**config.mk**
```make
export PLATFORM = sky130hd
export DESIGN_NAME = mem_read_top
export DESIGN_NICKNAME = d
export VERILOG_FILES = /design/src/source/rd_pkg.sv /design/src/source/axi_rd_master.sv /design/src/source/mem_read_top.sv /design/src/source/rd_arbiter.sv /design/src/source/rd_data_align.sv
export SDC_FILE = /design/constraint.sdc
export NUM_CORES = 1
export LEC_CHECK = 0
export BUFFER_PORTS_ARGS = -buffer_cell sky130_fd_sc_hd__clkbuf_2
export CORE_UTILIZATION = 54
export CTS_CLUSTER_DIAMETER = 200
export DETAILED_ROUTE_END_ITERATION = 7
export HOLD_SLACK_MARGIN = 0.15
export PLACE_DENSITY = 0.82
export SLEW_MARGIN = 20
export SYNTH_ARGS = -nofsm -noshare
export SYNTH_HDL_FRONTEND = slang
export SYNTH_SLANG_ARGS = --single-unit
```
**constraint.sdc**
```tcl
create_clock -name clk -period 4.3 [get_ports clk]
set_input_delay 0.43 -clock clk [delete_from_list [all_inputs] [get_ports clk]]
set_output_delay 0.43 -clock clk [all_outputs]
set_load 0.1 [all_outputs]
```
**src/source/rd_pkg.sv**
```systemverilog
package rd_pkg;

    // result and AXI data width
    localparam int DATA_W = 64;

    // bit 2 set means zero extension, bits 1:0 give the size
    typedef enum logic [2:0] {
        LB  = 3'b000,
        LH  = 3'b001,
        LW  = 3'b010,
        LD  = 3'b011,
        LBU = 3'b100,
        LHU = 3'b101,
        LWU = 3'b110
    } load_op_e;

    // read master states
    typedef enum logic [1:0] {
        IDLE = 2'b00,
        ADDR = 2'b01,
        READ = 2'b10,
        DONE = 2'b11
    } rd_state_e;

    // 8 bytes per beat
    localparam logic [2:0] AXI_SIZE_8B = 3'b011;

    localparam logic [1:0] AXI_BURST_INCR = 2'b01;

    // unprivileged, secure, data access
    localparam logic [2:0] AXI_PROT_DATA = 3'b000;

    // non-cacheable, non-bufferable
    localparam logic [3:0] AXI_CACHE_NONCACHE = 4'b0000;

endpackage

```
**src/source/axi_rd_master.sv**
```systemverilog
`timescale 1ns/1ps

module axi_rd_master #(
    parameter int ADDR_W = 32,
    parameter int ID_W   = 4
) (
    input  logic                        clk,
    input  logic                        rst,
    // from arbiter
    input  logic                        start_i,
    input  logic [ADDR_W-1:0]           addr_i,
    input  rd_pkg::load_op_e            op_i,
    input  logic [ID_W-1:0]             id_i,
    output logic                        done_o,
    // ar channel
    output logic                        axi_ar_valid_o,
    input  logic                        axi_ar_ready_i,
    output logic [ADDR_W-1:0]           axi_ar_addr_o,
    output logic [ID_W-1:0]             axi_ar_id_o,
    output logic [7:0]                  axi_ar_len_o,
    output logic [2:0]                  axi_ar_size_o,
    output logic [1:0]                  axi_ar_burst_o,
    output logic [2:0]                  axi_ar_prot_o,
    output logic [3:0]                  axi_ar_cache_o,
    // r channel, rresp ignored
    input  logic                        axi_r_valid_i,
    output logic                        axi_r_ready_o,
    input  logic [rd_pkg::DATA_W-1:0]   axi_r_data_i,
    input  logic                        axi_r_last_i,
    input  logic [ID_W-1:0]             axi_r_id_i,
    // to alignment unit
    output logic                        beat_valid_o,
    output logic [rd_pkg::DATA_W-1:0]   beat_data_o,
    output logic                        beat_last_o,
    output logic [2:0]                  offset_o,
    output rd_pkg::load_op_e            op_o
);

    rd_pkg::rd_state_e state_q;
    rd_pkg::rd_state_e state_d;

    logic              ar_hs;
    logic              r_hs;
    logic [3:0]        span;      // bytes past the first one
    logic [3:0]        end_byte;
    logic              overstep;  // crosses the 8-byte boundary
    logic [ADDR_W-1:0] addr_q;
    logic [7:0]        len_q;
    logic [ID_W-1:0]   id_q;
    logic [2:0]        offset_q;
    rd_pkg::load_op_e  op_q;
    logic [7:0]        beat_cnt;

    assign ar_hs = axi_ar_valid_o && axi_ar_ready_i;
    assign r_hs  = axi_r_valid_i && axi_r_ready_o;

    always_comb begin
        case (op_i[1:0])
            2'b00:   span = 4'd0;
            2'b01:   span = 4'd1;
            2'b10:   span = 4'd3;
            default: span = 4'd7;
        endcase
    end

    assign end_byte = {1'b0, addr_i[2:0]} + span;
    assign overstep = end_byte[3];

    always_comb begin
        state_d = state_q;
        case (state_q)
            rd_pkg::IDLE: if (start_i) state_d = rd_pkg::ADDR;
            rd_pkg::ADDR: if (ar_hs) state_d = rd_pkg::READ;
            rd_pkg::READ: if (r_hs && axi_r_last_i) state_d = rd_pkg::DONE;
            default:      state_d = rd_pkg::IDLE;
        endcase
    end

    always_ff @(posedge clk) begin
        if (rst) begin
            state_q  <= rd_pkg::IDLE;
            beat_cnt <= 8'd0;
        end else begin
            state_q <= state_d;
            if (state_q == rd_pkg::IDLE) begin
                beat_cnt <= 8'd0;
            end else if (r_hs) begin
                beat_cnt <= beat_cnt + 8'd1;
            end
        end
    end

    // request fields captured at start
    always_ff @(posedge clk) begin
        if (state_q == rd_pkg::IDLE && start_i) begin
            addr_q   <= {addr_i[ADDR_W-1:3], 3'b000};  // 8-byte aligned
            len_q    <= {7'd0, overstep};
            id_q     <= id_i;
            offset_q <= addr_i[2:0];
            op_q     <= op_i;
        end
    end

    assign axi_ar_valid_o = (state_q == rd_pkg::ADDR);
    assign axi_ar_addr_o  = addr_q;
    assign axi_ar_id_o    = id_q;
    assign axi_ar_len_o   = len_q;
    assign axi_ar_size_o  = rd_pkg::AXI_SIZE_8B;
    assign axi_ar_burst_o = rd_pkg::AXI_BURST_INCR;
    assign axi_ar_prot_o  = rd_pkg::AXI_PROT_DATA;
    assign axi_ar_cache_o = rd_pkg::AXI_CACHE_NONCACHE;
    assign axi_r_ready_o  = (state_q == rd_pkg::READ);

    assign done_o       = (state_q == rd_pkg::DONE);
    assign beat_valid_o = r_hs;
    assign beat_data_o  = axi_r_data_i;
    assign beat_last_o  = axi_r_last_i;
    assign offset_o     = offset_q;
    assign op_o         = op_q;

    a_ar_stable: assert property (
        @(posedge clk) disable iff (rst)
        axi_ar_valid_o && !axi_ar_ready_i |=> axi_ar_valid_o && $stable(axi_ar_addr_o)
    );

    a_r_id_match: assert property (
        @(posedge clk) disable iff (rst) r_hs |-> axi_r_id_i == id_q
    );

    a_r_last_count: assert property (
        @(posedge clk) disable iff (rst) r_hs |-> axi_r_last_i == (beat_cnt == len_q)
    );

endmodule

```
**src/source/mem_read_top.sv**
```systemverilog
`timescale 1ns/1ps

module mem_read_top #(
    parameter int ADDR_W = 32,
    parameter int ID_W   = 4
) (
    input  logic                        clk,
    input  logic                        rst,
    // fetch port
    input  logic                        fetch_req_i,
    input  logic [ADDR_W-1:0]           fetch_addr_i,
    output logic                        fetch_valid_o,
    output logic [rd_pkg::DATA_W-1:0]   fetch_data_o,
    // load port
    input  logic                        load_req_i,
    input  logic [ADDR_W-1:0]           load_addr_i,
    input  rd_pkg::load_op_e            load_op_i,
    output logic                        load_valid_o,
    output logic [rd_pkg::DATA_W-1:0]   load_data_o,
    // ar channel
    output logic                        axi_ar_valid_o,
    input  logic                        axi_ar_ready_i,
    output logic [ADDR_W-1:0]           axi_ar_addr_o,
    output logic [ID_W-1:0]             axi_ar_id_o,
    output logic [7:0]                  axi_ar_len_o,
    output logic [2:0]                  axi_ar_size_o,
    output logic [1:0]                  axi_ar_burst_o,
    output logic [2:0]                  axi_ar_prot_o,
    output logic [3:0]                  axi_ar_cache_o,
    // r channel
    input  logic                        axi_r_valid_i,
    output logic                        axi_r_ready_o,
    input  logic [rd_pkg::DATA_W-1:0]   axi_r_data_i,
    input  logic                        axi_r_last_i,
    input  logic [ID_W-1:0]             axi_r_id_i
);

    logic                      start;
    logic [ADDR_W-1:0]         grant_addr;
    rd_pkg::load_op_e          grant_op;
    logic [ID_W-1:0]           grant_id;
    logic                      done;
    logic                      beat_valid;
    logic [rd_pkg::DATA_W-1:0] beat_data;
    logic                      beat_last;
    logic [2:0]                beat_offset;
    rd_pkg::load_op_e          beat_op;

    rd_arbiter #(
        .ADDR_W (ADDR_W),
        .ID_W   (ID_W)
    ) arb_i (
        .clk          (clk),
        .rst          (rst),
        .fetch_req_i  (fetch_req_i),
        .fetch_addr_i (fetch_addr_i),
        .load_req_i   (load_req_i),
        .load_addr_i  (load_addr_i),
        .load_op_i    (load_op_i),
        .done_i       (done),
        .start_o      (start),
        .addr_o       (grant_addr),
        .op_o         (grant_op),
        .id_o         (grant_id)
    );

    axi_rd_master #(
        .ADDR_W (ADDR_W),
        .ID_W   (ID_W)
    ) mst_i (
        .clk            (clk),
        .rst            (rst),
        .start_i        (start),
        .addr_i         (grant_addr),
        .op_i           (grant_op),
        .id_i           (grant_id),
        .done_o         (done),
        .axi_ar_valid_o (axi_ar_valid_o),
        .axi_ar_ready_i (axi_ar_ready_i),
        .axi_ar_addr_o  (axi_ar_addr_o),
        .axi_ar_id_o    (axi_ar_id_o),
        .axi_ar_len_o   (axi_ar_len_o),
        .axi_ar_size_o  (axi_ar_size_o),
        .axi_ar_burst_o (axi_ar_burst_o),
        .axi_ar_prot_o  (axi_ar_prot_o),
        .axi_ar_cache_o (axi_ar_cache_o),
        .axi_r_valid_i  (axi_r_valid_i),
        .axi_r_ready_o  (axi_r_ready_o),
        .axi_r_data_i   (axi_r_data_i),
        .axi_r_last_i   (axi_r_last_i),
        .axi_r_id_i     (axi_r_id_i),
        .beat_valid_o   (beat_valid),
        .beat_data_o    (beat_data),
        .beat_last_o    (beat_last),
        .offset_o       (beat_offset),
        .op_o           (beat_op)
    );

    // grant id stays put until done, so it names the result port
    rd_data_align #(
        .ID_W (ID_W)
    ) aln_i (
        .clk           (clk),
        .rst           (rst),
        .beat_valid_i  (beat_valid),
        .beat_data_i   (beat_data),
        .beat_last_i   (beat_last),
        .offset_i      (beat_offset),
        .op_i          (beat_op),
        .id_i          (grant_id),
        .fetch_valid_o (fetch_valid_o),
        .fetch_data_o  (fetch_data_o),
        .load_valid_o  (load_valid_o),
        .load_data_o   (load_data_o)
    );

endmodule

```
**src/source/rd_arbiter.sv**
```systemverilog
`timescale 1ns/1ps

module rd_arbiter #(
    parameter int ADDR_W = 32,
    parameter int ID_W   = 4
) (
    input  logic                 clk,
    input  logic                 rst,
    // fetch requester
    input  logic                 fetch_req_i,
    input  logic [ADDR_W-1:0]    fetch_addr_i,
    // load requester
    input  logic                 load_req_i,
    input  logic [ADDR_W-1:0]    load_addr_i,
    input  rd_pkg::load_op_e     load_op_i,
    // from read master
    input  logic                 done_i,
    // to read master
    output logic                 start_o,
    output logic [ADDR_W-1:0]    addr_o,
    output rd_pkg::load_op_e     op_o,
    output logic [ID_W-1:0]      id_o
);

    logic busy_q;
    logic done_q;       // one cycle holdoff after done
    logic last_load_q;  // load won the last contested grant
    logic both_req;
    logic pick_load;
    logic grant;

    assign both_req  = fetch_req_i && load_req_i;
    assign pick_load = both_req ? !last_load_q : load_req_i;

    // requester still holds req in the cycle after its valid
    assign grant = !busy_q && !done_q && (fetch_req_i || load_req_i);

    always_ff @(posedge clk) begin
        if (rst) begin
            busy_q      <= 1'b0;
            done_q      <= 1'b0;
            last_load_q <= 1'b0;  // load goes first after reset
            start_o     <= 1'b0;
        end else begin
            start_o <= grant;
            done_q  <= done_i;
            if (grant) begin
                busy_q <= 1'b1;
            end else if (done_i) begin
                busy_q <= 1'b0;
            end
            // priority only flips on a contested grant
            if (grant && both_req) begin
                last_load_q <= pick_load;
            end
        end
    end

    // granted request, held until the next grant
    always_ff @(posedge clk) begin
        if (grant) begin
            addr_o <= pick_load ? load_addr_i : fetch_addr_i;
            op_o   <= pick_load ? load_op_i : rd_pkg::LWU;  // fetch is a 32-bit word
            id_o   <= ID_W'(pick_load);                     // fetch 0, load 1
        end
    end

    // master only finishes a granted transaction
    a_done_while_busy: assert property (
        @(posedge clk) disable iff (rst) done_i |-> busy_q
    );

endmodule

```
**src/source/rd_data_align.sv**
```systemverilog
`timescale 1ns/1ps

module rd_data_align #(
    parameter int ID_W = 4
) (
    input  logic                        clk,
    input  logic                        rst,
    // beats from read master
    input  logic                        beat_valid_i,
    input  logic [rd_pkg::DATA_W-1:0]   beat_data_i,
    input  logic                        beat_last_i,
    input  logic [2:0]                  offset_i,
    input  rd_pkg::load_op_e            op_i,
    input  logic [ID_W-1:0]             id_i,
    // results
    output logic                        fetch_valid_o,
    output logic [rd_pkg::DATA_W-1:0]   fetch_data_o,
    output logic                        load_valid_o,
    output logic [rd_pkg::DATA_W-1:0]   load_data_o
);

    logic                        have_first;  // low half already captured
    logic [rd_pkg::DATA_W-1:0]   low_q;
    logic [2*rd_pkg::DATA_W-1:0] window;
    logic [2*rd_pkg::DATA_W-1:0] shifted;
    logic [rd_pkg::DATA_W-1:0]   val;
    logic [rd_pkg::DATA_W-1:0]   ext;
    logic [rd_pkg::DATA_W-1:0]   result_q;
    logic                        is_fetch;

    // second beat goes above the first, single beat stands alone
    assign window  = have_first ? {beat_data_i, low_q}
                                : {{rd_pkg::DATA_W{1'b0}}, beat_data_i};
    assign shifted = window >> {offset_i, 3'b000};
    assign val     = shifted[rd_pkg::DATA_W-1:0];

    always_comb begin
        case (op_i)
            rd_pkg::LB:  ext = {{56{val[7]}}, val[7:0]};
            rd_pkg::LH:  ext = {{48{val[15]}}, val[15:0]};
            rd_pkg::LW:  ext = {{32{val[31]}}, val[31:0]};
            rd_pkg::LBU: ext = {56'd0, val[7:0]};
            rd_pkg::LHU: ext = {48'd0, val[15:0]};
            rd_pkg::LWU: ext = {32'd0, val[31:0]};
            default:     ext = val;  // LD
        endcase
    end

    assign is_fetch = (id_i == '0);

    always_ff @(posedge clk) begin
        if (rst) begin
            have_first    <= 1'b0;
            fetch_valid_o <= 1'b0;
            load_valid_o  <= 1'b0;
        end else begin
            fetch_valid_o <= beat_valid_i && beat_last_i && is_fetch;
            load_valid_o  <= beat_valid_i && beat_last_i && !is_fetch;
            if (beat_valid_i) begin
                have_first <= !beat_last_i;
            end
        end
    end

    always_ff @(posedge clk) begin
        if (beat_valid_i && !beat_last_i) begin
            low_q <= beat_data_i;
        end
        if (beat_valid_i && beat_last_i) begin
            result_q <= ext;
        end
    end

    // both ports see the result, only the named one gets valid
    assign fetch_data_o = result_q;
    assign load_data_o  = result_q;

endmodule

```
# Yosys cells after proc, flatten, opt, wreduce, memory -nomap -nowiden
# Cells that the tools add are included.
# W data, S select, Z words.
[word_totals] reg_bits=210 out_inout_bits=188 ram_bits=0 memories=0 romBits=0 word_cells=67 in_bits=142 latchBits=0
[op_classes] div_mod_pow=0 mux=11 eq_ne=13 n_lt_le_gt_ge=0 shifts=1 multipliers=0 bitwise=0 reduce_logical=23 n_addsub=1
[ops] operator="$pmux W64 S6" count=1
[ops] operator="$mux W128" count=1
[ops] operator="$shr A128 B6 Y64" count=1
[ops] operator="$mux W32" count=1
[ops] operator="$logic_and A1 B1 Y1" count=11
[ops] operator="$eq A3 B3 Y1 const B" count=3
[ops] operator="$pmux W3 S3" count=1
[ops] operator="$eq A2 B2 Y1 const B" count=3
[ops] operator="$mux W2" count=3
[ops] operator="$pmux W2 S3" count=1
[ops] operator="$logic_not A1 Y1" count=5
[ops] operator="$add A3 B3 Y4" count=1
[ops] operator="$eq A2 B1 Y1 const B" count=2
[ops] operator="$logic_not A2 Y1" count=2
[ops] operator="$logic_not A4 Y1" count=1
[ops] operator="$ne A2 B2 Y1 const B" count=2
[ops] operator="$eq A3 B1 Y1 const B" count=1
[ops] operator="$eq A3 B2 Y1 const B" count=1
[ops] operator="$logic_not A3 Y1" count=1
[ops] operator="$mux W1" count=3
[ops] operator="$reduce_and A3 Y1" count=1
[ops] operator="$ne A2 B1 Y1 const B" count=1
[ops] operator="$reduce_bool A2 Y1" count=1
[ops] operator="$logic_or A1 B1 Y1" count=1

# Longest topological paths before layout
[logic_depth] depth_word=5 depth_mapped=10 mapped_depth_nobuf=6

# By module
# From an unflattened synthesis, not the netlist that was laid out.
[unflattened] hier_cells=1078 area_unflattened_um2=13181.4
[modules_own_cells] mod="rd_data_align" area_each_um2=9272.6 n_inst=1 cells_each=826 seq_area_each_um2=3903.7
[modules_own_cells] mod="axi_rd_master" area_each_um2=2108.3 n_inst=1 cells_each=158 seq_area_each_um2=1241.2
[modules_own_cells] mod="rd_arbiter" area_each_um2=1800.5 n_inst=1 cells_each=94 seq_area_each_um2=1161.1

# Worst setup path after synthesis
# Ideal clock, no wire load.
[synth_path] kind="register to register" from="reg mst_i.state_q[0]" to="reg aln_i.low_q[0] in the netlist's numbering, enable pin" path_slack_ns=-0.308 synth_period_minus_slack_ns=4.608 path_stages_with_launch=5 setup_time_ns=0.487 path_buffers=0 t_arrival_ns=4.122 required_time_ns=3.813 cell_sequence="dfxtp_1 -> inv_1 -> ha_1 -> nand2_1 -> nor2_1"
[synth_between] elab_chain_cells=3
[synth_lines] element="start: declaration" line="axi_rd_master.sv:39" source="rd_pkg::rd_state_e state_q;"
[synth_lines] element="start signal: assignment" line="axi_rd_master.sv:81" source="state_q <= rd_pkg::IDLE;"
[synth_lines] element="start signal: assignment" line="axi_rd_master.sv:84" source="state_q <= state_d;"
[synth_lines] element="$eq A2 B2 Y1" line="axi_rd_master.sv:112" source="assign axi_r_ready_o = (state_q == rd_pkg::READ);"
[synth_lines] element="named net axi_r_ready_o" line="mem_read_top.sv:32" source="output logic axi_r_ready_o,"
[synth_lines] element="$logic_and A1 B1 Y1" line="axi_rd_master.sv:55" source="assign r_hs = axi_r_valid_i && axi_r_ready_o;"
[synth_lines] element="$logic_and A1 B1 Y1" line="rd_data_align.sv:66" source="if (beat_valid_i && !beat_last_i) begin"
[synth_lines] element="end signal: assignment" line="rd_data_align.sv:67" source="low_q <= beat_data_i;"
[synth_lines] element="end: declaration" line="rd_data_align.sv:23" source="logic [rd_pkg::DATA_W-1:0] low_q;"
# The timed path passes the listed nets, and every way through them passes these cells.
# A chain may end at the register's enable or synchronous reset.

# Final worst setup path
[layout_path] from="reg mst_i.offset_q[2] (netlist: mst_i.offset_o[2])" to="reg aln_i.result_q, in the netlist aln_i.fetch_data_o[16] (data pin)"
[layout_between] elab_chain_cells=2
[layout_lines] element="start: declaration" line="axi_rd_master.sv:50" source="logic [2:0] offset_q;"
[layout_lines] element="start signal: assignment" line="axi_rd_master.sv:99" source="offset_q <= addr_i[2:0];"
[layout_lines] element="$shr A128 B6 Y64" line="rd_data_align.sv:34" source="assign shifted = window >> {offset_i, 3'b000};"
[layout_lines] element="$pmux W64 S6" line="rd_data_align.sv:38" source="case (op_i)"
[layout_lines] element="named net aln_i.ext, one bit" line="rd_data_align.sv:27" source="logic [rd_pkg::DATA_W-1:0] ext;"
[layout_lines] element="end signal: assignment" line="rd_data_align.sv:70" source="result_q <= ext;"
[layout_lines] element="end: declaration" line="rd_data_align.sv:28" source="logic [rd_pkg::DATA_W-1:0] result_q;"
# The timed path passes the listed nets, and every way through them passes these cells.

==> results.py <==
metrics = {
    "outcome": {
        "outcome": "completed",
    },
    "pwr": {
        "power.density_mw_per_mm2": 489.8,
        "power_leakage_nw": 5.874,
        "power.total_mw": 7.098,
        "vdd.ir_drop.worst_v": 0.0004570,
    },
    "final_layout": {
        "layoutNonFillerInstCount": 1574,
        "final-seq-area_mm2": 0.006220,
        "final_cell_mix": "300 x sky130_fd_sc_hd__clkbuf_2, 201 x sky130_fd_sc_hd__edfxtp_1, 90 x sky130_fd_sc_hd__mux2_2, 77 x sky130_fd_sc_hd__mux2i_1, 59 x sky130_fd_sc_hd__nor2_1",
        "multiInputGateArea_mm2": 0.004969,
        "mostFrequentLayoutCell": "sky130_fd_sc_hd__clkbuf_2",
        "area_growth_pct": 17.86,
        "final_net_count": 1425,
        "n_fill_cell": 1673,
        "final_layout_size_suffix_gt1_frac": 0.3728,
    },
    "logic_synthesis": {
        "yosys.area.top_type_share": 0.4908,
        "synth_cell_type_count": 56,
        "post-synth-top-area-cell": "sky130_fd_sc_hd__edfxtp_1",
        "ys_seq_area_frac": 0.5055,
        "syn_avg_cell_area_um2": 11.92,
        "synth_area_mm2": 0.01230,
        "postSynth.topFlopCell": "sky130_fd_sc_hd__edfxtp_1",
        "synthTopCellsByArea": "sky130_fd_sc_hd__edfxtp_1 49%, sky130_fd_sc_hd__mux2_2 8.2%, sky130_fd_sc_hd__mux2i_1 6.3%, sky130_fd_sc_hd__buf_4 6.0%, sky130_fd_sc_hd__mux4_2 3.1%",
        "async_reset_ff_frac": 0,
        "number_of_flops_mapped_to_enable_cells_by_yosys": 201,
        "synth.yosys.warnings": 0,
        "synthCells": 1032,
        "synth_seq_cells": 210,
    },
    "routing": {
        "num_vias": 9678,
        "routed_wl_um": 33700,
        "routed_via_density": 6.149,
        "drtIter0Drc": 959,
        "number_of_nets_with_antenna_violations_after_detailed_routing": 0,
        "drcViolationCount": 0,
        "route.detailed.wl_per_inst_um": 21.41,
        "length_of_the_first_detailed_routing_pass_in_iterations": 6,
    },
    "clock_network": {
        "cts_bufs_inserted": 23,
        "clock_latency_on_the_worst_skew_pair_ps": 530,
        "clkSlewWorstSetupHoldPaths_ps": 60,
        "buffer_levels_on_the_longest_clock_path": 3,
        "cts_htree_levels": 1,
        "cts_tree": "built",
        "clkSinkCount": 210,
        "clockRootBuffer": "sky130_fd_sc_hd__clkbuf_16",
        "post_cts_buffers": 0,
        "holdBufCountCts": 53,
        "cts-resized-gates": 0,
    },
    "timing": {
        "setup_viol": 0,
        "min_period_over_period": 0.7572,
        "hold_viol_final": 0,
        "final.min_clock_period_ps": 3256,
        "rsz0062_at_grt": "no",
        "final_max_slew_viol_count": 0,
        "finClkSkew_ps": 7.982,
        "fin_setup_tns_ps": 0,
        "tightestPinTransition_ps": 1111,
        "worst_slew_margin_rel": 0.2595,
        "achievable-frequency_mhz": 307.1,
    },
    "worst_setup_path": {
        "crit_fanout": 48,
        "crit_type": "reg -> reg",
        "timing.critical_path.from": "mst_i.offset_o[2]",
        "r2r_slack_ps": 1040,
        "critPathCaptureType": "flop",
        "reg_to_reg_end": "aln_i.fetch_data_o[16]",
        "reg2reg_from": "mst_i.offset_o[2]",
        "worst_setup_path_start_kind": "flop",
        "crit_end": "aln_i.fetch_data_o[16]",
        "worst_ep_arrival_time_ps": 3470,
        "worst-endpoint-required_ps": 4520,
        "worst_r2r_path_depth": 6,
    },
    "placed_design": {
        "finalWeightedCongestion": 0.9559,
        "dpl.cell_count": 1478,
        "buffer_ports.inserted": 300,
        "hpwl_um": 23600,
    },
    "floorplan": {
        "die_width_um": 152.9,
        "fp.dieArea_mm2": 0.02338,
        "coreArea_mm2": 0.02209,
        "initial_core_utilization": 0.5566,
        "die_y_um": 152.9,
        "core.rowCount": 54,
        "top_level_ports": 330,
    },
    "grt": {
        "number_of_antenna_violations_at_the_first_check_in_global_routing": 1,
        "first_global_vias": 9055,
        "largest_net_degree_at_the_start_of_global_routing": 96,
        "grt_first_pass_wirelength_um": 51350,
        "track_usage": 0.2825,
        "grt_overflow": 0,
    },
    "min_path": {
        "hold_class": "in -> reg",
    },
    "run": {
        "cap_violations": 0,
    },
}
sequential cells by signal (all words and copies together) (netlist names):
name	count
mst_i.state_q	2
mst_i.axi_ar_addr_o	29
mst_i.offset_o	3
arb_i.start_o	1
arb_i.busy_q	1
arb_i.op_o	3
aln_i.have_first	1
arb_i.id_o	1
mst_i.axi_ar_len_o	1
mst_i.axi_ar_id_o	1
arb_i.done_q	1
aln_i.fetch_data_o	64
aln_i.fetch_valid_o	1
aln_i.load_valid_o	1
arb_i.addr_o	32
aln_i.low_q	64
arb_i.last_load_q	1
mst_i.op_o	3
how the worst min path moves through the flow:
stage                     cells after the start  slack, ps              from                 endpoint
after global placement                        0        400  arb_i.addr_o[30]  mst_i.axi_ar_addr_o[30]
after CTS                                     2        150      load_op_i[2]            arb_i.op_o[2]
final                                         2        170      load_op_i[2]            arb_i.op_o[2]
after floorplan                               0        400  arb_i.addr_o[10]  mst_i.axi_ar_addr_o[10]
after detailed placement                      0        400  arb_i.addr_o[12]  mst_i.axi_ar_addr_o[12]
after global routing                          2        160      load_op_i[2]            arb_i.op_o[2]
layer usage:
layer,GRT usage,vias up,share of wire
li1,-,4349,-
met1,0.3729,4559,0.40
met2,0.4530,659,0.45
met3,0.06606,111,0.11
met4,0.1097,0,0.042
met5,0,-,0
cell families after synthesis:
| kind of cell | after synthesis | synth area share |
|---|---|---|
| AND/OR/NAND/NOR | 243 | 0.09585 |
| flip-flops | 210 | 0.5055 |
| AO/OA/AOI/OAI | 195 | 0.1107 |
| buffers and inverters | 188 | 0.1006 |
| multiplexers | 187 | 0.1799 |
| adder cells (fa/ha/maj) | 6 | 0.006105 |
| other | 2 | 0.0006107 |
| XOR/XNOR | 1 | 0.0007124 |
worst max-delay path: stages, from the launching register on:
cell	delay, ps
sky130_fd_sc_hd__edfxtp_1	1000
sky130_fd_sc_hd__mux2i_1	280
sky130_fd_sc_hd__o32ai_1	130
sky130_fd_sc_hd__a211oi_1	280
sky130_fd_sc_hd__a2111o_1	480
sky130_fd_sc_hd__buf_4	480
sky130_fd_sc_hd__o311ai_0	290
where the power goes:
group          switching [mW]  internal [mW]  leakage (nW)
registers               0.134           2.53          1.93
logic                    1.88          0.717          3.61
clock network           0.838          0.998         0.332
cell usage after synthesis (17+ instances only):
cell and n:
sky130_fd_sc_hd__edfxtp_1 201, sky130_fd_sc_hd__buf_4 99, sky130_fd_sc_hd__mux2_2 90, sky130_fd_sc_hd__mux2i_1 77
sky130_fd_sc_hd__nor2_1 63, sky130_fd_sc_hd__nand2_1 57, sky130_fd_sc_hd__o21ai_0 43, sky130_fd_sc_hd__clkbuf_1 35
sky130_fd_sc_hd__nand4_1 31, sky130_fd_sc_hd__nand3_1 27, sky130_fd_sc_hd__a211oi_1 24, sky130_fd_sc_hd__buf_2 23
sky130_fd_sc_hd__nor3_1 22, sky130_fd_sc_hd__a22oi_1 18, sky130_fd_sc_hd__o22ai_1 18, sky130_fd_sc_hd__a31oi_1 17
sky130_fd_sc_hd__and2_1 17, sky130_fd_sc_hd__mux4_2 17
layout make-up:
class,count,share of cell area
Antenna cell,1,0.0001727
Clock buffer,28,0.04101
Clock inverter,13,0.006216
Inverter,10,0.002590
Multi-Input combinational cell,657,0.3428
Sequential cell,210,0.4292
Tap cell,280,0.02417
Timing Repair Buffer,375,0.1538
per-stage QoR:
stage	hold WS, ps	worst slack [ps]	util	cell area (um2)
2_1_floorplan	400.3	739.2	-	12390
3_3_place_gp	400.4	1182	0.5994	13240
3_5_place_dp	404.5	1075	0.5994	13240
4_1_cts	151.4	1038	0.6544	14460
5_1_grt	160.6	851.3	0.6560	14490
6_report	165.3	1044	0.6560	14490
(Power assumes the default switching activity.)
